**src/logic/walker_settings.svh**
```systemverilog
`ifndef WALKER_SETTINGS_SVH
`define WALKER_SETTINGS_SVH

// width of addresses and page-table entries
`define WALKER_XLEN 64

// significant virtual address bits for sv39
`define WALKER_VA_BITS 39

// index field width at each level
`define WALKER_VPN_BITS 9

// page offset width
`define WALKER_PAGE_BITS 12

// physical page number width inside an entry
`define WALKER_PPN_BITS 44

`define WALKER_LEVELS 3

`endif

```
**src/logic/walker_pkg.sv**
```systemverilog
`include "walker_settings.svh"

package walker_pkg;

   // virtual address as presented by the caches
   typedef logic [`WALKER_XLEN-1:0] vaddr_t;

   typedef logic [`WALKER_XLEN-1:0] paddr_t;

   // raw entry as read from memory
   typedef logic [`WALKER_XLEN-1:0] pte_t;

   // 0 = 1 GiB, 1 = 2 MiB, 2 = 4 KiB
   typedef logic [1:0] walk_level_t;

   typedef enum logic [3:0]
   {
      idle,
      load,
      wait_pte,
      done,
      mark_access
   } walk_state_t;

   // translation result returned to both caches
   typedef struct packed
   {
      paddr_t      paddr;
      logic        fault;
      logic        dirty;
      logic        readable;
      logic        writable;
      logic        executable;
      logic        user;
      walk_level_t pgsize;
   } walk_rsp_t;

endpackage

```
**src/logic/page_walker.sv**
```systemverilog
`timescale 1ns/1ns

module page_walker
(
   input  logic                  clk,
   input  logic                  reset,
   input  walker_pkg::paddr_t    page_table_root,
   input  logic                  l1i_req,
   input  walker_pkg::vaddr_t    l1i_va,
   input  logic                  l1d_req,
   input  walker_pkg::vaddr_t    l1d_va,
   output logic                  l1i_gnt,
   output logic                  l1d_gnt,
   output logic                  mem_req_valid,
   output walker_pkg::paddr_t    mem_req_addr,
   input  logic                  mem_rsp_valid,
   input  walker_pkg::pte_t      mem_rsp_data,
   output logic                  mem_mark_valid,
   output walker_pkg::paddr_t    mem_mark_addr,
   input  logic                  mem_mark_rsp_valid,
   output logic                  l1i_rsp_valid,
   output logic                  l1d_rsp_valid,
   output walker_pkg::walk_rsp_t page_walk_rsp
);

   logic pending_any;
   logic serve_l1i;
   logic start;
   logic load_next;
   logic capture;
   logic finish;
   logic fault;
   logic bad_va;
   logic pte_valid;
   logic pte_leaf;
   logic pte_accessed;
   walker_pkg::walk_level_t level;
   walker_pkg::vaddr_t serve_va;
   walker_pkg::vaddr_t va;
   walker_pkg::paddr_t pte_addr;
   walker_pkg::paddr_t last_addr;
   walker_pkg::pte_t pte_ppn;

   walk_request_arbiter arbiter
   (
      .clk(clk), .reset(reset),
      .l1i_req(l1i_req), .l1d_req(l1d_req),
      .l1i_va(l1i_va), .l1d_va(l1d_va),
      .start(start), .pending_any(pending_any),
      .serve_l1i(serve_l1i), .serve_va(serve_va),
      .l1i_gnt(l1i_gnt), .l1d_gnt(l1d_gnt)
   );

   pte_address_gen address_gen
   (
      .clk(clk), .reset(reset),
      .start(start), .load_next(load_next), .level(level),
      .serve_va(serve_va), .page_table_root(page_table_root),
      .pte_ppn(pte_ppn), .va(va), .bad_va(bad_va), .pte_addr(pte_addr)
   );

   pte_decoder decoder
   (
      .clk(clk), .reset(reset),
      .capture(capture), .finish(finish), .fault(fault), .level(level),
      .mem_rsp_data(mem_rsp_data), .pte_addr(pte_addr), .va(va),
      .pte_valid(pte_valid), .pte_leaf(pte_leaf), .pte_accessed(pte_accessed),
      .pte_ppn(pte_ppn), .last_addr(last_addr), .page_walk_rsp(page_walk_rsp)
   );

   walk_control control
   (
      .clk(clk), .reset(reset),
      .pending_any(pending_any), .serve_l1i(serve_l1i),
      .bad_va(bad_va), .pte_valid(pte_valid), .pte_leaf(pte_leaf),
      .pte_accessed(pte_accessed), .mem_rsp_valid(mem_rsp_valid),
      .mem_mark_rsp_valid(mem_mark_rsp_valid),
      .start(start), .load_next(load_next), .capture(capture),
      .finish(finish), .fault(fault), .level(level),
      .mem_req_valid(mem_req_valid), .mem_mark_valid(mem_mark_valid),
      .l1i_rsp_valid(l1i_rsp_valid), .l1d_rsp_valid(l1d_rsp_valid)
   );

   assign mem_req_addr = pte_addr;
   assign mem_mark_addr = last_addr;   // address of the leaf entry

endmodule

```
**src/logic/pte_address_gen.sv**
```systemverilog
`timescale 1ns/1ns
`include "walker_settings.svh"

module pte_address_gen
(
   input  logic                    clk,
   input  logic                    reset,
   input  logic                    start,
   input  logic                    load_next,
   input  walker_pkg::walk_level_t level,
   input  walker_pkg::vaddr_t      serve_va,
   input  walker_pkg::paddr_t      page_table_root,
   input  walker_pkg::pte_t        pte_ppn,
   output walker_pkg::vaddr_t      va,
   output logic                    bad_va,
   output walker_pkg::paddr_t      pte_addr
);

   walker_pkg::vaddr_t va_q;
   walker_pkg::vaddr_t va_cur;
   walker_pkg::paddr_t base;
   walker_pkg::paddr_t pte_addr_q;
   logic [`WALKER_VPN_BITS-1:0] vpn;
   logic [`WALKER_XLEN-`WALKER_VA_BITS:0] upper;

   assign va_cur = start ? serve_va : va_q;

   // sv39 canonical form, bits 63 down to 38 all equal
   assign upper = va_cur[`WALKER_XLEN-1:`WALKER_VA_BITS-1];
   assign bad_va = !((&upper) || !(|upper));

   always_comb
   begin
      case (level)
         2'd0: vpn = va_cur[(`WALKER_PAGE_BITS + 2*`WALKER_VPN_BITS) +: `WALKER_VPN_BITS];
         2'd1: vpn = va_cur[(`WALKER_PAGE_BITS + `WALKER_VPN_BITS) +: `WALKER_VPN_BITS];
         default: vpn = va_cur[`WALKER_PAGE_BITS +: `WALKER_VPN_BITS];
      endcase
   end

   // root table at level 0, otherwise the table named by the previous entry
   assign base = (level == 2'd0) ? page_table_root : (pte_ppn << `WALKER_PAGE_BITS);

   always_ff @(posedge clk)
   begin
      if (reset)
      begin
         va_q <= '0;
         pte_addr_q <= '0;
      end
      else
      begin
         if (start)
         begin
            va_q <= serve_va;
         end
         if (load_next)
         begin
            pte_addr_q <= base + {{(`WALKER_XLEN-`WALKER_VPN_BITS-3){1'b0}}, vpn, 3'b000};
         end
      end
   end

   assign va = va_q;
   assign pte_addr = pte_addr_q;

endmodule

```
**src/logic/pte_decoder.sv**
```systemverilog
`timescale 1ns/1ns
`include "walker_settings.svh"

module pte_decoder
(
   input  logic                    clk,
   input  logic                    reset,
   input  logic                    capture,
   input  logic                    finish,
   input  logic                    fault,
   input  walker_pkg::walk_level_t level,
   input  walker_pkg::pte_t        mem_rsp_data,
   input  walker_pkg::paddr_t      pte_addr,
   input  walker_pkg::vaddr_t      va,
   output logic                    pte_valid,
   output logic                    pte_leaf,
   output logic                    pte_accessed,
   output walker_pkg::pte_t        pte_ppn,
   output walker_pkg::paddr_t      last_addr,
   output walker_pkg::walk_rsp_t   page_walk_rsp
);

   localparam int pad_bits = `WALKER_XLEN - `WALKER_PPN_BITS - `WALKER_PAGE_BITS;

   walker_pkg::pte_t pte_q;
   walker_pkg::paddr_t last_addr_q;
   walker_pkg::paddr_t leaf_pa;
   walker_pkg::walk_rsp_t rsp_n;
   walker_pkg::walk_rsp_t rsp_q;
   logic [`WALKER_PPN_BITS-1:0] ppn;

   always_ff @(posedge clk)
   begin
      if (capture)
      begin
         pte_q <= mem_rsp_data;
         last_addr_q <= pte_addr;   // kept for the accessed mark
      end
   end

   assign pte_valid = pte_q[0];
   assign pte_leaf = |pte_q[3:1];   // any of r, w, x
   assign pte_accessed = pte_q[6];
   assign ppn = pte_q[10 +: `WALKER_PPN_BITS];
   assign pte_ppn = {{(`WALKER_XLEN-`WALKER_PPN_BITS){1'b0}}, ppn};
   assign last_addr = last_addr_q;

   // superpages take the low page number bits from the va
   always_comb
   begin
      case (level)
         2'd0: leaf_pa = {{pad_bits{1'b0}}, ppn[`WALKER_PPN_BITS-1:2*`WALKER_VPN_BITS],
                          va[`WALKER_PAGE_BITS+2*`WALKER_VPN_BITS-1:`WALKER_PAGE_BITS],
                          {`WALKER_PAGE_BITS{1'b0}}};
         2'd1: leaf_pa = {{pad_bits{1'b0}}, ppn[`WALKER_PPN_BITS-1:`WALKER_VPN_BITS],
                          va[`WALKER_PAGE_BITS+`WALKER_VPN_BITS-1:`WALKER_PAGE_BITS],
                          {`WALKER_PAGE_BITS{1'b0}}};
         default: leaf_pa = {{pad_bits{1'b0}}, ppn, {`WALKER_PAGE_BITS{1'b0}}};
      endcase
   end

   always_comb
   begin
      rsp_n = '0;
      rsp_n.fault = fault;
      rsp_n.pgsize = level;
      if (!fault)
      begin
         rsp_n.paddr = leaf_pa;
         rsp_n.dirty = pte_q[7];
         rsp_n.readable = pte_q[1];
         rsp_n.writable = pte_q[2];
         rsp_n.executable = pte_q[3];
         rsp_n.user = pte_q[4];
      end
   end

   always_ff @(posedge clk)
   begin
      if (reset)
      begin
         rsp_q <= '0;
      end
      else if (finish)
      begin
         rsp_q <= rsp_n;
      end
   end

   assign page_walk_rsp = rsp_q;

endmodule

```
**src/logic/walk_control.sv**
```systemverilog
`timescale 1ns/1ns
`include "walker_settings.svh"

module walk_control
(
   input  logic                    clk,
   input  logic                    reset,
   input  logic                    pending_any,
   input  logic                    serve_l1i,
   input  logic                    bad_va,
   input  logic                    pte_valid,
   input  logic                    pte_leaf,
   input  logic                    pte_accessed,
   input  logic                    mem_rsp_valid,
   input  logic                    mem_mark_rsp_valid,
   output logic                    start,
   output logic                    load_next,
   output logic                    capture,
   output logic                    finish,
   output logic                    fault,
   output walker_pkg::walk_level_t level,
   output logic                    mem_req_valid,
   output logic                    mem_mark_valid,
   output logic                    l1i_rsp_valid,
   output logic                    l1d_rsp_valid
);

   localparam walker_pkg::walk_level_t last_level =
      walker_pkg::walk_level_t'(`WALKER_LEVELS - 1);

   walker_pkg::walk_state_t state_q;
   walker_pkg::walk_state_t state_n;
   walker_pkg::walk_level_t level_q;
   logic descend;
   logic req_n;
   logic mark_n;
   logic req_q;
   logic mark_q;
   logic l1i_rsp_q;
   logic l1d_rsp_q;

   always_comb
   begin
      state_n = state_q;
      start = 1'b0;
      load_next = 1'b0;
      capture = 1'b0;
      finish = 1'b0;
      fault = 1'b0;
      descend = 1'b0;
      req_n = 1'b0;
      mark_n = 1'b0;
      case (state_q)
         walker_pkg::idle:
         begin
            if (pending_any)
            begin
               start = 1'b1;
               if (bad_va)
               begin
                  state_n = walker_pkg::load;   // no read for a bad va
               end
               else
               begin
                  load_next = 1'b1;
                  req_n = 1'b1;
                  state_n = walker_pkg::wait_pte;
               end
            end
         end
         walker_pkg::wait_pte:
         begin
            capture = mem_rsp_valid;
            if (mem_rsp_valid)
            begin
               state_n = walker_pkg::load;
            end
         end
         walker_pkg::load:
         begin
            if (bad_va)
            begin
               state_n = walker_pkg::done;
            end
            else if (!pte_valid || (!pte_leaf && level_q == last_level))
            begin
               finish = 1'b1;
               fault = 1'b1;
               state_n = walker_pkg::idle;
            end
            else if (pte_leaf)
            begin
               finish = 1'b1;
               mark_n = !pte_accessed;
               state_n = pte_accessed ? walker_pkg::idle : walker_pkg::mark_access;
            end
            else
            begin
               descend = 1'b1;
               load_next = 1'b1;
               req_n = 1'b1;
               state_n = walker_pkg::wait_pte;
            end
         end
         // report of a non-canonical va
         walker_pkg::done:
         begin
            finish = 1'b1;
            fault = 1'b1;
            state_n = walker_pkg::idle;
         end
         walker_pkg::mark_access:
         begin
            if (mem_mark_rsp_valid)
            begin
               state_n = walker_pkg::idle;
            end
         end
         default: state_n = walker_pkg::idle;
      endcase
   end

   // level of the entry being read, or of the leaf on finish
   always_comb
   begin
      if (state_q == walker_pkg::idle)
         level = 2'd0;
      else if (descend)
         level = level_q + 2'd1;
      else
         level = level_q;
   end

   always_ff @(posedge clk)
   begin
      if (reset)
      begin
         state_q <= walker_pkg::idle;
         level_q <= 2'd0;
         req_q <= 1'b0;
         mark_q <= 1'b0;
         l1i_rsp_q <= 1'b0;
         l1d_rsp_q <= 1'b0;
      end
      else
      begin
         state_q <= state_n;
         level_q <= level;
         req_q <= req_n;
         mark_q <= mark_n;
         l1i_rsp_q <= finish & serve_l1i;
         l1d_rsp_q <= finish & ~serve_l1i;
      end
   end

   assign mem_req_valid = req_q;
   assign mem_mark_valid = mark_q;   // lines up with the response pulse
   assign l1i_rsp_valid = l1i_rsp_q;
   assign l1d_rsp_valid = l1d_rsp_q;

endmodule

```
**src/logic/walk_request_arbiter.sv**
```systemverilog
`timescale 1ns/1ns

module walk_request_arbiter
(
   input  logic               clk,
   input  logic               reset,
   input  logic               l1i_req,
   input  logic               l1d_req,
   input  walker_pkg::vaddr_t l1i_va,
   input  walker_pkg::vaddr_t l1d_va,
   input  logic               start,
   output logic               pending_any,
   output logic               serve_l1i,
   output walker_pkg::vaddr_t serve_va,
   output logic               l1i_gnt,
   output logic               l1d_gnt
);

   logic l1i_pend_q;
   logic l1d_pend_q;
   logic pick_l1i;
   logic serve_l1i_q;
   logic l1i_gnt_q;
   logic l1d_gnt_q;
   walker_pkg::vaddr_t l1i_va_q;
   walker_pkg::vaddr_t l1d_va_q;
   walker_pkg::vaddr_t serve_va_q;
   walker_pkg::vaddr_t pick_va;

   assign pending_any = l1i_pend_q | l1d_pend_q;
   assign pick_l1i = l1i_pend_q;   // instruction side first
   assign pick_va = pick_l1i ? l1i_va_q : l1d_va_q;

   // chosen request shows through during start so level 0 can be formed right away
   assign serve_l1i = start ? pick_l1i : serve_l1i_q;
   assign serve_va = start ? pick_va : serve_va_q;

   assign l1i_gnt = l1i_gnt_q;
   assign l1d_gnt = l1d_gnt_q;

   always_ff @(posedge clk)
   begin
      if (reset)
      begin
         l1i_pend_q <= 1'b0;
         l1d_pend_q <= 1'b0;
         serve_l1i_q <= 1'b0;
         l1i_gnt_q <= 1'b0;
         l1d_gnt_q <= 1'b0;
      end
      else
      begin
         // a strobe while already pending merges into the same walk
         l1i_pend_q <= (start && pick_l1i) ? 1'b0 : (l1i_pend_q | l1i_req);
         l1d_pend_q <= (start && !pick_l1i) ? 1'b0 : (l1d_pend_q | l1d_req);
         if (start)
         begin
            serve_l1i_q <= pick_l1i;
         end
         l1i_gnt_q <= start & pick_l1i;
         l1d_gnt_q <= start & ~pick_l1i;
      end
   end

   always_ff @(posedge clk)
   begin
      if (l1i_req && !l1i_pend_q)
      begin
         l1i_va_q <= l1i_va;
      end
      if (l1d_req && !l1d_pend_q)
      begin
         l1d_va_q <= l1d_va;
      end
      if (start)
      begin
         serve_va_q <= pick_va;
      end
   end

endmodule

```
**config.mk**
```make
export PLATFORM = sky130hd
export DESIGN_NAME = page_walker
export DESIGN_NICKNAME = d
export VERILOG_FILES = /design/src/logic/walker_pkg.sv /design/src/logic/page_walker.sv /design/src/logic/pte_address_gen.sv /design/src/logic/pte_decoder.sv /design/src/logic/walk_control.sv /design/src/logic/walk_request_arbiter.sv
export VERILOG_INCLUDE_DIRS = /design/src /design/src/logic
export SDC_FILE = /design/constraint.sdc
export NUM_CORES = 1
export LEC_CHECK = 0
export ABC_AREA = 0
export BUFFER_PORTS_ARGS = -buffer_cell sky130_fd_sc_hd__buf_2
export CORE_MARGIN = 3
export CORE_UTILIZATION = 40
export CTS_CLUSTER_SIZE = 30
export DETAILED_ROUTE_END_ITERATION = 16
export PLACE_DENSITY = 0.69
export REMOVE_ABC_BUFFERS = 1
export SKIP_LAST_GASP = 1
export SLEW_MARGIN = 15
export SYNTH_ARGS = -nofsm -noshare
export SYNTH_HDL_FRONTEND = slang
export SYNTH_SLANG_ARGS = --single-unit
```
**constraint.sdc**
```tcl
create_clock -name clk -period 6.4 [get_ports clk]
set_input_delay 0.96 -clock clk [delete_from_list [all_inputs] [get_ports clk]]
set_output_delay 0.96 -clock clk [all_outputs]
set_load 0.02 [all_outputs]
```
Word-level counts from Yosys, hierarchy flattened
Cells that the tools add are included.
W data, S select, Z words.
{ "totals": {"ff_bits": 461, "inputBits": 262, "out_inout_bits": 206, "wordCells": 107} }
{ "classes": {"n_addsub": 2, "n_eq_ne": 9, "muxes": 36, "bitwise_logic": 12, "reduce_logical": 22} }
{ "op_table": {"columns": ["op", "n"], "rows": [
  ["$mux W64", 3],
  ["$add A64 B12 Y64", 1],
  ["$pmux W30 S2", 1],
  ["$mux W56", 1],
  ["$reduce_and A26 Y1", 1],
  ["$reduce_or A26 Y1", 1],
  ["$mux W4", 6],
  ["$pmux W9 S2", 1],
  ["$pmux W4 S4", 1],
  ["$mux W1", 15],
  ["$eq A4 B2 Y1 const B", 2],
  ["$logic_not A1 Y1", 6],
  ["$mux W2", 3],
  ["$ne A2 B2 Y1 const B", 3],
  ["$pmux W1 S2", 3],
  ["$logic_and A1 B1 Y1", 5],
  ["$mux W5", 1],
  ["$not A1 Y1", 5],
  ["$reduce_or A5 Y1", 1],
  ["$and A1 B1 Y1", 4],
  ["$eq A4 B1 Y1 const B", 1],
  ["$eq A4 B3 Y1 const B", 1],
  ["$logic_not A4 Y1", 1],
  ["$reduce_or A2 Y1", 2],
  ["9 further kinds", 12]
]} }

Logic depth before layout (Yosys ltp)
Gate-level depths: netlist of the first run.
{ "logic_depth": {"ltp_word": 14, "mapped_depth": 28, "ltp_nobuf": 25} }

Modules after synthesis
Synthesis of the first run repeated with hierarchy kept, for this count alone.
{ "unflattened": {"hier_cells": 1798, "hier_area_um2": 21210.3} }
{ "modules_own_cells": {"columns": ["mod", "n_inst", "cells_each", "area_per_inst_um2", "seq_area_each_um2"], "rows": [
  ["pte_address_gen", 1, 884, 7692.4, 2562.5],
  ["walk_request_arbiter", 1, 424, 6695.2, 5225.0],
  ["pte_decoder", 1, 435, 6326.1, 4494.3],
  ["walk_control", 1, 55, 496.7, 180.2]
]} }

Worst setup path after synthesis of the first run
OpenSTA, ideal clock, no wires.
{ "synth_path": {"path_type": "reg2reg", "from": "register arbiter.l1d_pend_q", "to": "register address_gen.pte_addr_q[55], in the netlist address_gen.pte_addr[55]", "setup_ps": 128, "t_arrival_ps": 5583, "required_time_ps": 6272, "setup_slack_ps": 689, "stages_incl_launch_ff": 29, "n_path_buf": 4, "synth_period_minus_slack_ps": 5711, "cell_sequence": "dfxtp_1 > buf_6 > or2_4 > and2_1 > buf_6 > nor4_4 > a41oi_2 > o31a_2 > o21ai_0 > o21ai_0 > nand2_1 > clkbuf_1 > clkbuf_1 > nand2_1 > o21ai_0 > ha_1 > inv_1 > fa_1 > nor2b_1 > o21ai_0 > a21oi_1 > o31ai_1 > a21o_1 > or3b_2 > a211oi_1 > or2_2 > and3_1 > xor2_1 > o21ai_0"} }
{ "synth_via": {"elab_chain_cells": 14, "elab_cells_between_ends": 20, "classes_between": "1 x add/sub; 1 x eq/ne; 12 x mux; 1 x bitwise; 5 x reduce/logical"} }
{ "synth_rtl": {"columns": ["item", "line", "rtl"], "rows": [
  ["from (decl)", "walk_request_arbiter.sv:20", "logic l1d_pend_q;"],
  ["from (signal assigned)", "walk_request_arbiter.sv:55", "l1d_pend_q <= (start && !pick_l1i) ? 1'b0 : (l1d_pend_q | l1d_req);"],
  ["$or A1 B1 Y1 *", "walk_request_arbiter.sv:30", "assign pending_any = l1i_pend_q | l1d_pend_q;"],
  ["$mux W1", "walk_control.sv:56", "if (pending_any)"],
  ["$mux W1", "walk_control.sv:53", "case (state_q)"],
  ["$mux W64", null, null],
  ["$reduce_or A26 Y1", "pte_address_gen.sv:30", "assign bad_va = !((&upper) || !(|upper));"],
  ["$logic_not A1 Y1", "pte_address_gen.sv:30", null],
  ["$logic_or A1 B1 Y1", "pte_address_gen.sv:30", null],
  ["$mux W1", "walk_control.sv:81", "if (bad_va)"],
  ["$mux W1", "walk_control.sv:53", null],
  ["$mux W2", "walk_control.sv:128", "else if (descend)"],
  ["$mux W2", "walk_control.sv:126", "if (state_q == walker_pkg::idle)"],
  ["$eq A2 B1 Y1 / $logic_not A2 Y1 (equally long branches)", "pte_address_gen.sv:34, pte_address_gen.sv:42", null],
  ["$pmux W9 S2 / $mux W64 (equally long branches)", "pte_address_gen.sv:34, pte_address_gen.sv:42", null],
  ["$add A64 B12 Y64", "pte_address_gen.sv:59", "pte_addr_q <= base + {{(`WALKER_XLEN-`WALKER_VPN_BITS-3){1'b0}}, vpn, 3'b000};"],
  ["to (signal assigned)", "pte_address_gen.sv:59", null],
  ["to (decl)", "pte_address_gen.sv:22", "walker_pkg::paddr_t pte_addr_q;"]
]} }
Every way passes the cells marked *; elsewhere a longest branch is shown, timed or not.
A chain may end at the register's enable or synchronous reset.

Final worst setup path of the first run
{ "layout_path": {"from": "register arbiter.l1i_pend_q", "to": "register address_gen.pte_addr_q[56], in the netlist address_gen.pte_addr[56]"} }
{ "layout_via": {"elab_chain_cells": 14, "elab_cells_between_ends": 21, "classes_between": "1 x add/sub; 1 x eq/ne; 13 x mux; 1 x bitwise; 5 x reduce/logical"} }
{ "layout_rtl": {"columns": ["item", "line", "rtl"], "rows": [
  ["from (decl)", "walk_request_arbiter.sv:19", "logic l1i_pend_q;"],
  ["from (signal assigned)", "walk_request_arbiter.sv:54", "l1i_pend_q <= (start && pick_l1i) ? 1'b0 : (l1i_pend_q | l1i_req);"],
  ["$or A1 B1 Y1", "walk_request_arbiter.sv:30", null],
  ["$mux W1", "walk_control.sv:56", null],
  ["$mux W1", "walk_control.sv:53", null],
  ["$mux W64", null, null],
  ["$reduce_or A26 Y1", "pte_address_gen.sv:30", null],
  ["$logic_not A1 Y1", "pte_address_gen.sv:30", null],
  ["$logic_or A1 B1 Y1", "pte_address_gen.sv:30", null],
  ["$mux W1", "walk_control.sv:81", null],
  ["$mux W1", "walk_control.sv:53", null],
  ["$mux W2", "walk_control.sv:128", null],
  ["$mux W2", "walk_control.sv:126", null],
  ["$eq A2 B1 Y1 / $logic_not A2 Y1 (equally long branches)", "pte_address_gen.sv:34, pte_address_gen.sv:42", null],
  ["$pmux W9 S2 / $mux W64 (equally long branches)", "pte_address_gen.sv:34, pte_address_gen.sv:42", null],
  ["$add A64 B12 Y64", "pte_address_gen.sv:59", null]
]} }
Parallel ways exist; a longest one is shown, timed or not.

==> load_flow_metrics.sql, run 1 <==
INSERT INTO impl_metrics (metric_group, metric, value, unit) VALUES
('pwr', 'power', '6.35', 'mW'),
('pwr', 'seqPwrFrac', '46.7', '%'),
('logic_synthesis', 'synth.largest_area_cell', 'edfxtp_1', ''),
('clock_network', 'post_cts_hold_buffers', '0', ''),
('drt', 'drtIter0Drc', '1350', ''),
('sta', 'drv_slew', '0', ''),
('logic_synthesis', 'synth.yosys.seq_area_share', '59.4', '%'),
('final_layout', 'drive_gt1_share', '27.6', '%'),
('sta', 'rsz_0062_raised_after_global_routing', 'false', ''),
('final_layout', 'finalNonFillerCells', '2572', ''),
('clock_network', 'cts.path.max_buffers', '3', ''),
('status', 'run_status', 'complete, no violations', ''),
('final_layout', 'fraction_of_the_core_area_covered_by_cells_at_the_end_of_the_flow', '50.5', '%'),
('pwr', 'p_clk_share', '40.3', '%'),
('place', 'hpwl', '39.0', 'mm'),
('clock_network', 'clk-insertion-delay-late', '0.58', 'ns'),
('final_layout', 'area_overhead_of_the_layout_relative_to_synthesis', '24.0', '%'),
('global_routing', 'first_pass_grt_wire_length', '79.7', 'mm'),
('clock_network', 'cts_root_buf', 'clkbuf_16', ''),
('logic_synthesis', 'dominantRegCellSynth', 'edfxtp_1', ''),
('die', 'core_area', '42200', 'um^2'),
('drt', 'detailroute.via_count', '14200', ''),
('pwr', 'power.density', '298', 'nW/um^2'),
('logic_synthesis', 'yosysUniqueCellTypes', '69', ''),
('critical_path', 'worst_ep_required_time', '6.88', 'ns'),
('die', 'die-height', '213', 'um'),
('global_routing', 'grt_pass1_vias', '13700', ''),
('drt', 'detail_route.vias_per_cell', '5.51', ''),
('clock_network', 'clock-sinks', '401', ''),
('clock_network', 'numCtsBuffers', '44', ''),
('critical_path', 'crit_path_start_kind', 'flop', ''),
('critical_path', 'worstPathMaxFanout', '17', ''),
('job', 'max-cap-violations', '0', ''),
('logic_synthesis', 'post-synth-top-count-cell', 'edfxtp_1', ''),
('clock_network', 'h-tree-depth', '2', ''),
('drt', 'route.detailed.wl_per_inst', '21.0', 'um'),
('sta', 'finClkSkew', '0.0229', 'ns'),
('final_layout', 'num-nets-final', '2261', ''),
('sta', 'slew_headroom', '31.3', '%'),
('global_routing', 'grt_max_degree', '73', ''),
('die', 'number_of_core_rows', '75', ''),
('logic_synthesis', 'syn_area_per_cell', '10.8', 'um^2'),
('sta', 'finalSetupViolations', '0', ''),
('drt', 'post_route_drc', '0', ''),
('critical_path', 'path_class', 'flop to flop', ''),
('worst_hold_path', 'worst_hold_path_type', 'flop to flop', ''),
('logic_synthesis', 'synth_area', '17200', 'um^2'),
('critical_path', 'worstPathArrival', '6.46', 'ns'),
('global_routing', 'antenna_found_initial', '14', ''),
('logic_synthesis', 'synth_largest_type_area_fraction', '38.2', '%'),
('pwr', 'intPower', '4.68', 'mW'),
('place', 'gp_congestion', '0.877', ''),
('sta', 'period_minus_slack', '5.98', 'ns'),
('place', 'pre_cts_ws', '0.294', 'ns'),
('sta', 'layout_worst_path_cycle_share', '93.5', '%'),
('drt', 'drt_wirelength', '54.0', 'mm'),
('sta', 'max_freq', '0.167', 'GHz'),
('global_routing', 'grt.total_usage', '22.7', '%'),
('pwr', 'p_comb_share', '13.1', '%'),
('clock_network', 'tritoncts', 'built', ''),
('global_routing', 'overflow_left_after_global_routing', '0', ''),
('sta', 'tightest_slew', '1.03', 'ns'),
('sta', 'hold_slack', '0.448', 'ns'),
('pwr', 'total_switching_power', '1.67', 'mW'),
('clock_network', 'clk_pin_slew', '0.06', 'ns'),
('sta', 'fin_ws', '0.416', 'ns'),
('die', 'ioPinCount', '468', ''),
('logic_synthesis', 'ys_async_sr_fraction', '0', '%'),
('place', 'placed_cells', '2480', ''),
('die', 'die_width', '213', 'um'),
('logic_synthesis', 'synth-edff-count', '219', '');
-- worst paths after layout --
path | startpoint | cells after the start | to
max | arbiter.l1i_pend_q | 25 | address_gen.pte_addr[56]
max reg2reg | arbiter.l1i_pend_q | 25 | address_gen.pte_addr[56]
min | decoder.page_walk_rsp[44] | 2 | decoder.page_walk_rsp[44]
min reg2reg | decoder.page_walk_rsp[44] | 2 | decoder.page_walk_rsp[44]
-- power groups by stage --
stage	combinational, mW	sequential (mW)	clock, mW
2_1_floorplan	0.453	3.03	0
3_3_place_gp	0.802	3.01	0
3_5_place_dp	0.822	3.02	0
4_1_cts	0.827	2.96	2.62
5_1_grt	0.916	2.98	2.72
6_report	0.831	2.96	2.56
-- per-layer routing --
layer / wire length (um) / vias to the layer above / track usage (%) / part of all wire (%)
li1: - / 6629 / - / -
met1: 22400 / 6815 / 29.3 / 41
met5: 68 / - / 0 / 0.13
met2: 25600 / 591 / 37.2 / 47
met3: 3840 / 126 / 5.11 / 7.1
met4: 2160 / 10 / 9.53 / 4.0
-- cells in the final DEF, fill, tap and decap left out, types with 12 or more instances in the layout --
cell / netlist / final
a22oi_1: 15 / 15
nand3_1: 89 / 89
xor2_1: 30 / 30
mux2i_1: 66 / 65
o211ai_1: 12 / 12
buf_2: 12 / 409
buf_4: 25 / 39
conb_1: 1 / 20
clkbuf_1: 65 / 13
o22ai_1: 28 / 28
and2_1: 15 / 14
nor2b_1: 16 / 14
xnor2_1: 34 / 34
nor3_1: 24 / 24
edfxtp_1: 219 / 219
inv_1: 17 / 17
nor4_1: 18 / 18
nor2_1: 109 / 109
nand2_1: 202 / 202
a21oi_1: 107 / 104
o221ai_1: 23 / 23
a211oi_1: 33 / 32
nand3b_1: 13 / 13
mux2_2: 19 / 19
o21ai_0: 51 / 51
dfxtp_1: 182 / 181
nand4_1: 38 / 38
clkbuf_16: 0 / 46
and3_1: 28 / 27
-- kinds of logic after synthesis --
group / after synthesis / share of synthesized area [%]
adder cells (fa/ha/maj): 11 / 0.843
XOR/XNOR: 64 / 3.26
other: 1 / 0.0218
flip-flops: 401 / 59.4
AND/OR/NAND/NOR: 583 / 16.3
AO/OA/AOI/OAI: 312 / 11.5
multiplexers: 85 / 5.08
buffers and inverters: 131 / 3.58
-- critical path: stages, from the launching register on --
cell       delay (ns)
dfxtp_2          0.46
buf_4            0.26
nor4b_1          0.27
nand3_1          0.14
a221oi_1         0.33
o2111ai_1        0.24
o31ai_4          0.12
nand2_1          0.12
xnor2_1          0.16
nand2_1          0.14
buf_4            0.24
mux2i_1          0.26
mux2_2           0.25
inv_1            0.06
ha_1             0.29
a21o_1           0.17
a21oi_1          0.21
o21ai_0          0.14
a2111o_1         0.45
a31o_2           0.25
a21o_1           0.31
nand4_2          0.25
a22oi_2          0.16
and3b_1          0.21
xor2_1           0.13
a211oi_1         0.24
-- timing repair --
action,CTS,global route
buffers inserted,0,1
endpoints found under the setup margin,0,9
resized for setup,0,2
endpoints found under the hold margin,0,0
-- final cells by class --
class | count | area (um^2)
antenna | 10 | 25.0
clock buffer | 64 | 1270
clock inverter | 17 | 199
fill | 3760 | 20900
inverter | 17 | 63.8
multi-input combinational | 1075 | 6540
sequential | 401 | 10200
tap | 539 | 674
timing repair buffer | 449 | 2350
-- state kept, by name (all words and copies together) (netlist names), 2 cells and up --
signal	cells
control.level_q	2
arbiter.l1d_va_q	52
decoder.page_walk_rsp	52
address_gen.va	52
address_gen.pte_addr	64
arbiter.l1i_va_q	52
decoder.last_addr	64
decoder.pte_q	51
control.state_q	3
-- through the flow --
step           cell area [um^2]  setup TNS, ns
5_1_grt                   21300              0
3_5_place_dp              19800              0
2_1_floorplan             16700        -218.30
3_3_place_gp              19800              0
6_report                  21300              0
4_1_cts                   21300              0
No activity file was read; power rests on OpenSTA's default activity.
==> run 2, diff against run 1 <==
--- a/config.mk
+++ b/config.mk
@@ -6,13 +6,13 @@
 export SDC_FILE = /design/constraint.sdc
 export NUM_CORES = 1
 export LEC_CHECK = 0
-export ABC_AREA = 0
-export BUFFER_PORTS_ARGS = -buffer_cell sky130_fd_sc_hd__buf_2
+export ABC_AREA = 1
 export CORE_MARGIN = 3
 export CORE_UTILIZATION = 40
 export CTS_CLUSTER_SIZE = 30
 export DETAILED_ROUTE_END_ITERATION = 16
-export PLACE_DENSITY = 0.69
+export DONT_BUFFER_PORTS = 1
+export PLACE_DENSITY = 0.59
 export REMOVE_ABC_BUFFERS = 1
 export SKIP_LAST_GASP = 1
 export SLEW_MARGIN = 15
==> run 2 against run 1 <==
Against the previous run:
- sequential share of layout area is 0.98 points higher
- register-to-register slack worse by 0.03 ns
- worst hold slack worse by 0.0026 ns
- die area is 9.1% higher
- utilization down 5.0 points
- area after synthesis up 9.3%
- critical endpoint is now address_gen.pte_addr[35]
- largest cell class unchanged
==> load_flow_metrics.sql, run 2 <==
INSERT INTO impl_metrics (metric_group, metric, value, unit) VALUES
('critical_path', 'max_stage_delay', '0.40', 'ns'),
('critical_path', 'crit-reg2reg-capture', 'address_gen.pte_addr[35]', ''),
('status', 'run_status', 'complete, no violations', ''),
('drt', 'drt_pass1_iterations', '5', ''),
('clock_network', 'clock-sinks', '401', ''),
('place', 'io_buffers', '0', ''),
('critical_path', 'worst_ep_required_time', '6.87', 'ns'),
('worst_hold_path', 'endpoint_of_the_worst_hold_timing_path', 'decoder.pte_q[10]', ''),
('job', 'max-cap-violations', '0', ''),
('drt', 'drtIter0Drc', '1504', ''),
('logic_synthesis', 'synth_area', '18800', 'um^2'),
('clock_network', 'h-tree-depth', '2', ''),
('drt', 'route.detailed.wl_per_inst', '20.7', 'um'),
('worst_hold_path', 'hold_path_startpoint', 'mem_rsp_data[10]', ''),
('die', 'floorplan.die_area', '49700', 'um^2'),
('critical_path', 'worstPathMaxFanout', '21', ''),
('drt', 'detailroute.via_count', '15300', ''),
('final_layout', 'mostFrequentLayoutCell', 'nand2_1', ''),
('sta', 'finalSetupViolations', '0', ''),
('pwr', 'power', '7.33', 'mW'),
('pwr', 'intPower', '5.05', 'mW'),
('die', 'die_width', '223', 'um'),
('clock_network', 'cts.path.max_buffers', '3', ''),
('logic_synthesis', 'yosysUniqueCellTypes', '41', ''),
('critical_path', 'worst_setup_path_startpoint', 'arbiter.l1d_pend_q', ''),
('critical_path', 'cpMostUsedCell', 'nand2_1', ''),
('die', 'number_of_core_rows', '78', ''),
('final_layout', 'num-nets-final', '2589', ''),
('global_routing', 'grt_max_degree', '144', ''),
('logic_synthesis', 'synth_largest_type_area_fraction', '35.0', '%'),
('drt', 'detail_route.vias_per_cell', '5.16', ''),
('global_routing', 'grt_pass1_vias', '14200', ''),
('critical_path', 'worstPathArrival', '6.49', 'ns'),
('logic_synthesis', 'synthesis.yosys.warnings', '0', ''),
('global_routing', 'antenna_found_initial', '19', ''),
('logic_synthesis', 'synth_top_cells_by_area', 'edfxtp_1, dfxtp_1, nand2_1', ''),
('sta', 'finClkSkew', '0.0350', 'ns'),
('sta', 'slew_headroom', '43.7', '%'),
('worst_hold_path', 'worst_hold_path_type', 'primary input to flop', ''),
('pwr', 'seqPwrFrac', '42.8', '%'),
('clock_network', 'clk-insertion-delay-late', '0.60', 'ns'),
('logic_synthesis', 'synth.yosys.seq_area_share', '54.3', '%'),
('pwr', 'p_sw_share', '31.1', '%'),
('place', 'hpwl', '46.5', 'mm'),
('logic_synthesis', 'ys_async_sr_fraction', '0', '%'),
('logic_synthesis', 'synthCells', '2335', ''),
('sta', 'rsz_0062_raised_after_global_routing', 'false', ''),
('final_layout', 'drive_gt1_share', '6.59', '%'),
('critical_path', 'critical_path.n_buffers_inverters', '6', ''),
('critical_path', 'critical_path.reg2reg.startpoint', 'arbiter.l1d_pend_q', ''),
('die', 'die-height', '223', 'um'),
('global_routing', 'grt.total_usage', '23.6', '%'),
('clock_network', 'post_cts_hold_buffers', '0', ''),
('sta', 'tightest_slew', '0.845', 'ns'),
('logic_synthesis', 'dominantRegCellSynth', 'edfxtp_1', ''),
('critical_path', 'r2r_slack', '0.38', 'ns'),
('pwr', 'power.density', '351', 'nW/um^2'),
('die', 'ioPinCount', '468', ''),
('pwr', 'p_comb_share', '20.6', '%'),
('pwr', 'vdd_ir_drop_max', '0.263', 'mV'),
('sta', 'hold_slack', '0.446', 'ns'),
('clock_network', 'numCtsBuffers', '44', ''),
('logic_synthesis', 'syn_area_per_cell', '8.06', 'um^2'),
('drt', 'post_route_drc', '0', ''),
('sta', 'layout_worst_path_cycle_share', '94.0', '%'),
('place', 'placed_area', '19300', 'um^2'),
('sta', 'finalHoldViolations', '0', ''),
('logic_synthesis', 'synth-edff-count', '219', ''),
('critical_path', 'path_class', 'flop to flop', ''),
('pwr', 'total_leakage_power', '8.75', 'nW'),
('pwr', 'total_switching_power', '2.28', 'mW'),
('critical_path', 'r2r_cell_count', '35', ''),
('die', 'core_area', '46000', 'um^2'),
('final_layout', 'fraction_of_the_core_area_covered_by_cells_at_the_end_of_the_flow', '45.5', '%'),
('sta', 'max_freq', '0.166', 'GHz'),
('die', 'initial_core_util', '40.9', '%'),
('worst_hold_path', 'whs_path_depth', '0', ''),
('final_layout', 'final_cell_area', '20900', 'um^2'),
('critical_path', 'crit_path_start_kind', 'flop', ''),
('global_routing', 'overflow_left_after_global_routing', '0', ''),
('sta', 'period_minus_slack', '6.02', 'ns'),
('critical_path', 'critical-path-top-delay-family', 'simple AND/OR/NAND/NOR gates', ''),
('logic_synthesis', 'synth.largest_area_cell', 'edfxtp_1', ''),
('clock_network', 'tritoncts', 'built', ''),
('final_layout', 'area_overhead_of_the_layout_relative_to_synthesis', '11.1', '%'),
('logic_synthesis', 'postSynthRegisterBits', '401', ''),
('clock_network', 'cts_root_buf', 'clkbuf_16', ''),
('critical_path', 'critical_path.slowest_cell', 'dfxtp_1', ''),
('global_routing', 'first_pass_grt_wire_length', '89.3', 'mm'),
('final_layout', 'mostFrequentLayoutCells', 'nand2_1, nor2_1, inv_1', ''),
('pwr', 'p_clk_share', '36.7', '%'),
('clock_network', 'clk_pin_slew', '0.07', 'ns'),
('place', 'gp_congestion', '0.931', ''),
('logic_synthesis', 'leading_cell_types_by_count_after_synthesis', 'nand2_1, nor2_1, inv_1', ''),
('sta', 'drv_slew', '0', ''),
('drt', 'drt_wirelength', '61.2', 'mm'),
('drt', 'ant_nets', '0', ''),
('critical_path', 'endpoint_kind', 'flop', ''),
('logic_synthesis', 'post-synth-top-count-cell', 'nand2_1', '');
[run 2: cell count changes after synthesis, moves of 20 or more]
cell      delta
nand4_1     -24
inv_1      +263
nand3_1     +81
mux2i_1     -66
nor2_1     +177
and3_1      -28
o22ai_1     -27
a211oi_1    -31
nand2_1    +525
nor2_2      +20
xnor2_1     -31
[run 2: cell type report]
class,count,area [um^2]
tap,600,751
inverter,291,1100
clock buffer,63,1270
fill,4494,25100
multi-input combinational,1546,6980
clock inverter,19,280
sequential,401,10200
antenna,8,20.0
timing repair buffer,32,277
[run 2: kinds of logic (layout without fill, tap and decap cells)]
family          after synthesis  count (layout)  synth area share [%]
other cells                   1              28                0.0199
xor+xnor                     17              17                 0.791
simple gates               1271            1272                  28.0
buf+inv                     408             405                  9.29
compound gates              226             226                  6.80
fa+ha+maj                    11              11                 0.771
flops                       401             401                  54.3
[run 2: power by group through the flow]
stage | registers (mW) | logic (mW) | clock network (mW)
after global placement | 3.18 | 1.43 | 0
after CTS | 3.14 | 1.46 | 2.75
final | 3.14 | 1.51 | 2.69
after floorplan | 3.17 | 0.982 | 0
after detailed placement | 3.19 | 1.45 | 0
after global routing | 3.16 | 1.69 | 2.85
[run 2: metal layers]
metal / vias up / wire, um / GRT usage, %
met2: 584 / 27500 / 36.9
met1: 7146 / 27100 / 32.1
met3: 88 / 5290 / 7.47
met4: 24 / 1190 / 5.80
li1: 7424 / - / -
met5: - / 172 / 0
[run 2: timing repair]
item                                    4_1_cts  5_1_grt
endpoints found under the hold margin         0        0
endpoints found under the setup margin        0       24
resized for setup                             0        9
setup buffers                                 0        3
[run 2: worst max-delay path by stage]
stage / to / slack (ns) / cells past startpoint
after floorplan: address_gen.pte_addr[40] / -1.70 / 35
after global placement: address_gen.pte_addr[35] / 0.38 / 36
after detailed placement: address_gen.pte_addr[35] / 0.26 / 35
after CTS: address_gen.pte_addr[35] / 0.20 / 35
after global routing: address_gen.pte_addr[40] / 0.03 / 35
final: address_gen.pte_addr[35] / 0.38 / 35
[run 2: stage by stage]
step           setup TNS, ns  std cells  setup slack [ns]
2_1_floorplan         -71.68       2237             -1.70
3_3_place_gp               0       2866             0.376
3_5_place_dp               0       2866             0.259
4_1_cts                    0       2948             0.196
5_1_grt                    0       2957            0.0327
6_report                   0       2960             0.382
[run 2: worst reg2reg max path: cells and delay by family, from the launching register on]
family                   cells  cell delay (ns)
AND/OR/NAND/NOR             20             2.77
adder cells (fa/ha/maj)      2             0.63
buffers and inverters        6             0.77
flip-flops                   1             0.40
AO/OA/AOI/OAI                7             1.32
==> run 3, diff against run 2 <==
--- a/config.mk
+++ b/config.mk
@@ -12,8 +12,9 @@
 export CTS_CLUSTER_SIZE = 30
 export DETAILED_ROUTE_END_ITERATION = 16
 export DONT_BUFFER_PORTS = 1
-export PLACE_DENSITY = 0.59
+export PLACE_DENSITY = 0.61
 export REMOVE_ABC_BUFFERS = 1
+export SKIP_CTS_REPAIR_TIMING = 1
 export SKIP_LAST_GASP = 1
 export SLEW_MARGIN = 15
 export SYNTH_ARGS = -nofsm -noshare
==> constraint.sdc (replaced) <==
create_clock -name clk -period 5.15 [get_ports clk]
set_input_delay 0 -clock clk [delete_from_list [all_inputs] [get_ports clk]]
set_output_delay 0 -clock clk [all_outputs]
set_load 0.02 [all_outputs]
==> run 3 against run 2 <==
Against the previous run:
- the run now ends with negative hold slack left
- sequential share of layout area down 6.3 points
- clock power up 17%
- final area up 15%
- final cell count up 9.3%
- sequential power up 25%
- register-to-register slack worse by 0.28 ns
- critical endpoint is now address_gen.pte_addr[57]
==> load_flow_metrics.sql, run 3 (same netlist as run 2, synthesis figures left out) <==
INSERT INTO impl_metrics (metric_group, metric, value, unit) VALUES
('status', 'run_status', 'finished with violations', ''),
('status', 'failing_checks', 'negative hold slack', ''),
('place', 'placed_cells', '2912', ''),
('critical_path', 'path_class', 'flop to flop', ''),
('place', 'gp_congestion', '0.977', ''),
('sta', 'hold_slack', '-0.0409', 'ns'),
('die', 'die_width', '223', 'um'),
('final_layout', 'finalNonFillerCells', '3236', ''),
('pwr', 'total_leakage_power', '10.1', 'nW'),
('worst_hold_path', 'worst_hold_path_type', 'primary input to flop', ''),
('clock_network', 'h-tree-depth', '2', ''),
('die', 'floorplan.die_area', '49700', 'um^2'),
('final_layout', 'area_overhead_of_the_layout_relative_to_synthesis', '27.5', '%'),
('global_routing', 'grt_max_degree', '144', ''),
('place', 'pre_cts_ws', '-0.223', 'ns'),
('place', 'placed_area', '19700', 'um^2'),
('clock_network', 'cts_root_buf', 'clkbuf_16', ''),
('critical_path', 'cpMostUsedCell', 'nand2_1', ''),
('drt', 'route.met2.wl', '31.0', 'mm'),
('sta', 'finalHoldViolations', '2', ''),
('final_layout', 'drive_gt1_share', '10.7', '%'),
('pwr', 'power.density', '404', 'nW/um^2'),
('place', 'hpwl', '47.8', 'mm'),
('pwr', 'total_switching_power', '3.16', 'mW'),
('drt', 'drtIter0Drc', '1496', ''),
('clock_network', 'numCtsBuffers', '44', ''),
('pwr', 'p_sw_share', '32.7', '%'),
('drt', 'ant_nets', '0', ''),
('pwr', 'intPower', '6.52', 'mW'),
('sta', 'drv_slew', '0', ''),
('drt', 'route.detailed.wl_per_inst', '21.0', 'um'),
('sta', 'rsz_0062_raised_after_global_routing', 'true', ''),
('pwr', 'seqPwrFrac', '40.3', '%'),
('drt', 'drt_wirelength', '67.9', 'mm'),
('pwr', 'power', '9.69', 'mW'),
('final_layout', 'mostFrequentLayoutCells', 'nand2_1, inv_1, nor2_1', ''),
('pwr', 'p_comb_share', '27.2', '%'),
('drt', 'wl_met1', '28.9', 'mm'),
('sta', 'tightest_slew', '1.14', 'ns'),
('die', 'ioPinCount', '468', ''),
('drt', 'detailroute.via_count', '16800', ''),
('sta', 'layout_worst_path_cycle_share', '97.9', '%'),
('sta', 'finalSetupViolations', '0', ''),
('drt', 'post_route_drc', '0', ''),
('sta', 'finClkSkew', '0.0604', 'ns'),
('clock_network', 'clock-sinks', '401', ''),
('die', 'initial_core_util', '40.9', '%'),
('drt', 'highest_layer', 'met5', ''),
('global_routing', 'grt_pass1_vias', '14300', ''),
('final_layout', 'final_cell_area', '24000', 'um^2'),
('global_routing', 'first_pass_grt_wire_length', '91.2', 'mm'),
('sta', 'fin_ws', '0.107', 'ns'),
('clock_network', 'tritoncts', 'built', ''),
('critical_path', 'endpoint_kind', 'flop', ''),
('sta', 'period_minus_slack', '5.04', 'ns'),
('final_layout', 'fraction_of_the_core_area_covered_by_cells_at_the_end_of_the_flow', '52.2', '%'),
('clock_network', 'clk_pin_slew', '0.06', 'ns'),
('die', 'number_of_core_rows', '78', ''),
('die', 'core_area', '46000', 'um^2'),
('clock_network', 'cts.path.max_buffers', '3', ''),
('pwr', 'p_clk_share', '32.5', '%'),
('global_routing', 'overflow_left_after_global_routing', '0', ''),
('pwr', 'vdd_ir_drop_max', '0.332', 'mV'),
('global_routing', 'antenna_found_initial', '9', ''),
('critical_path', 'crit_path_start_kind', 'flop', ''),
('final_layout', 'mostFrequentLayoutCell', 'nand2_1', ''),
('clock_network', 'clk-insertion-delay-late', '0.61', 'ns'),
('critical_path', 'max_stage_delay', '0.39', 'ns'),
('sta', 'final.setup.tns', '0', 'ns'),
('sta', 'slew_headroom', '23.7', '%'),
('global_routing', 'grt.total_usage', '24.3', '%'),
('die', 'die-height', '223', 'um'),
('place', 'io_buffers', '0', ''),
('drt', 'detailroute.wirelength.met3', '6.38', 'mm'),
('critical_path', 'worst_ep_required_time', '5.64', 'ns'),
('critical_path', 'critical_path.slowest_cell', 'fa_2', ''),
('critical_path', 'worstPathMaxFanout', '11', ''),
('drt', 'drt_pass1_iterations', '6', ''),
('critical_path', 'worstPathArrival', '5.54', 'ns'),
('final_layout', 'num-nets-final', '2870', ''),
('job', 'max-cap-violations', '0', ''),
('sta', 'max_freq', '0.198', 'GHz'),
('drt', 'detail_route.vias_per_cell', '5.18', '');
[run 3: critical path: cells and delay by family, from the launching register on]
kind                     cells  cell delay (ns)
flip-flops                   1             0.37
AND/OR/NAND/NOR             22             2.49
buffers and inverters        7             0.69
AO/OA/AOI/OAI                6             0.73
adder cells (fa/ha/maj)      2             0.62
[run 3: path summary, 6_finish.rpt]
check | endpoint | depth (start not counted) | slack, ns | start
hold / removal | address_gen.pte_addr[57] | 9 | -0.04 | page_table_root[55]
setup reg to reg | address_gen.pte_addr[57] | 37 | 0.11 | arbiter.l1i_pend_q
setup / recovery | address_gen.pte_addr[57] | 37 | 0.11 | arbiter.l1i_pend_q
hold reg to reg | address_gen.va[39] | 2 | 0.47 | address_gen.va[39]
[run 3: metal layers]
metal | global-route usage, % | up-vias
met5 | 0 | -
met4 | 7.51 | 10
met3 | 8.33 | 95
met2 | 37.0 | 777
met1 | 32.8 | 7923
li1 | - | 7965
[run 3: cell type report]
type	instances	area [um^2]
fill	4137	22000
multi-input combinational	1545	7310
antenna	4	10.0
timing repair buffer	314	3160
sequential	401	10200
clock buffer	58	1150
tap	600	751
inverter	291	1110
clock inverter	23	273
[run 3: power by group through the flow]
| stage | registers [mW] | logic [mW] | clock network, mW |
|---|---|---|---|
| after floorplan | 3.94 | 1.22 | 0 |
| after global placement | 3.96 | 1.97 | 0 |
| after detailed placement | 3.97 | 1.98 | 0 |
| after CTS | 3.90 | 1.99 | 3.19 |
| after global routing | 3.93 | 2.87 | 3.34 |
| final | 3.91 | 2.63 | 3.15 |
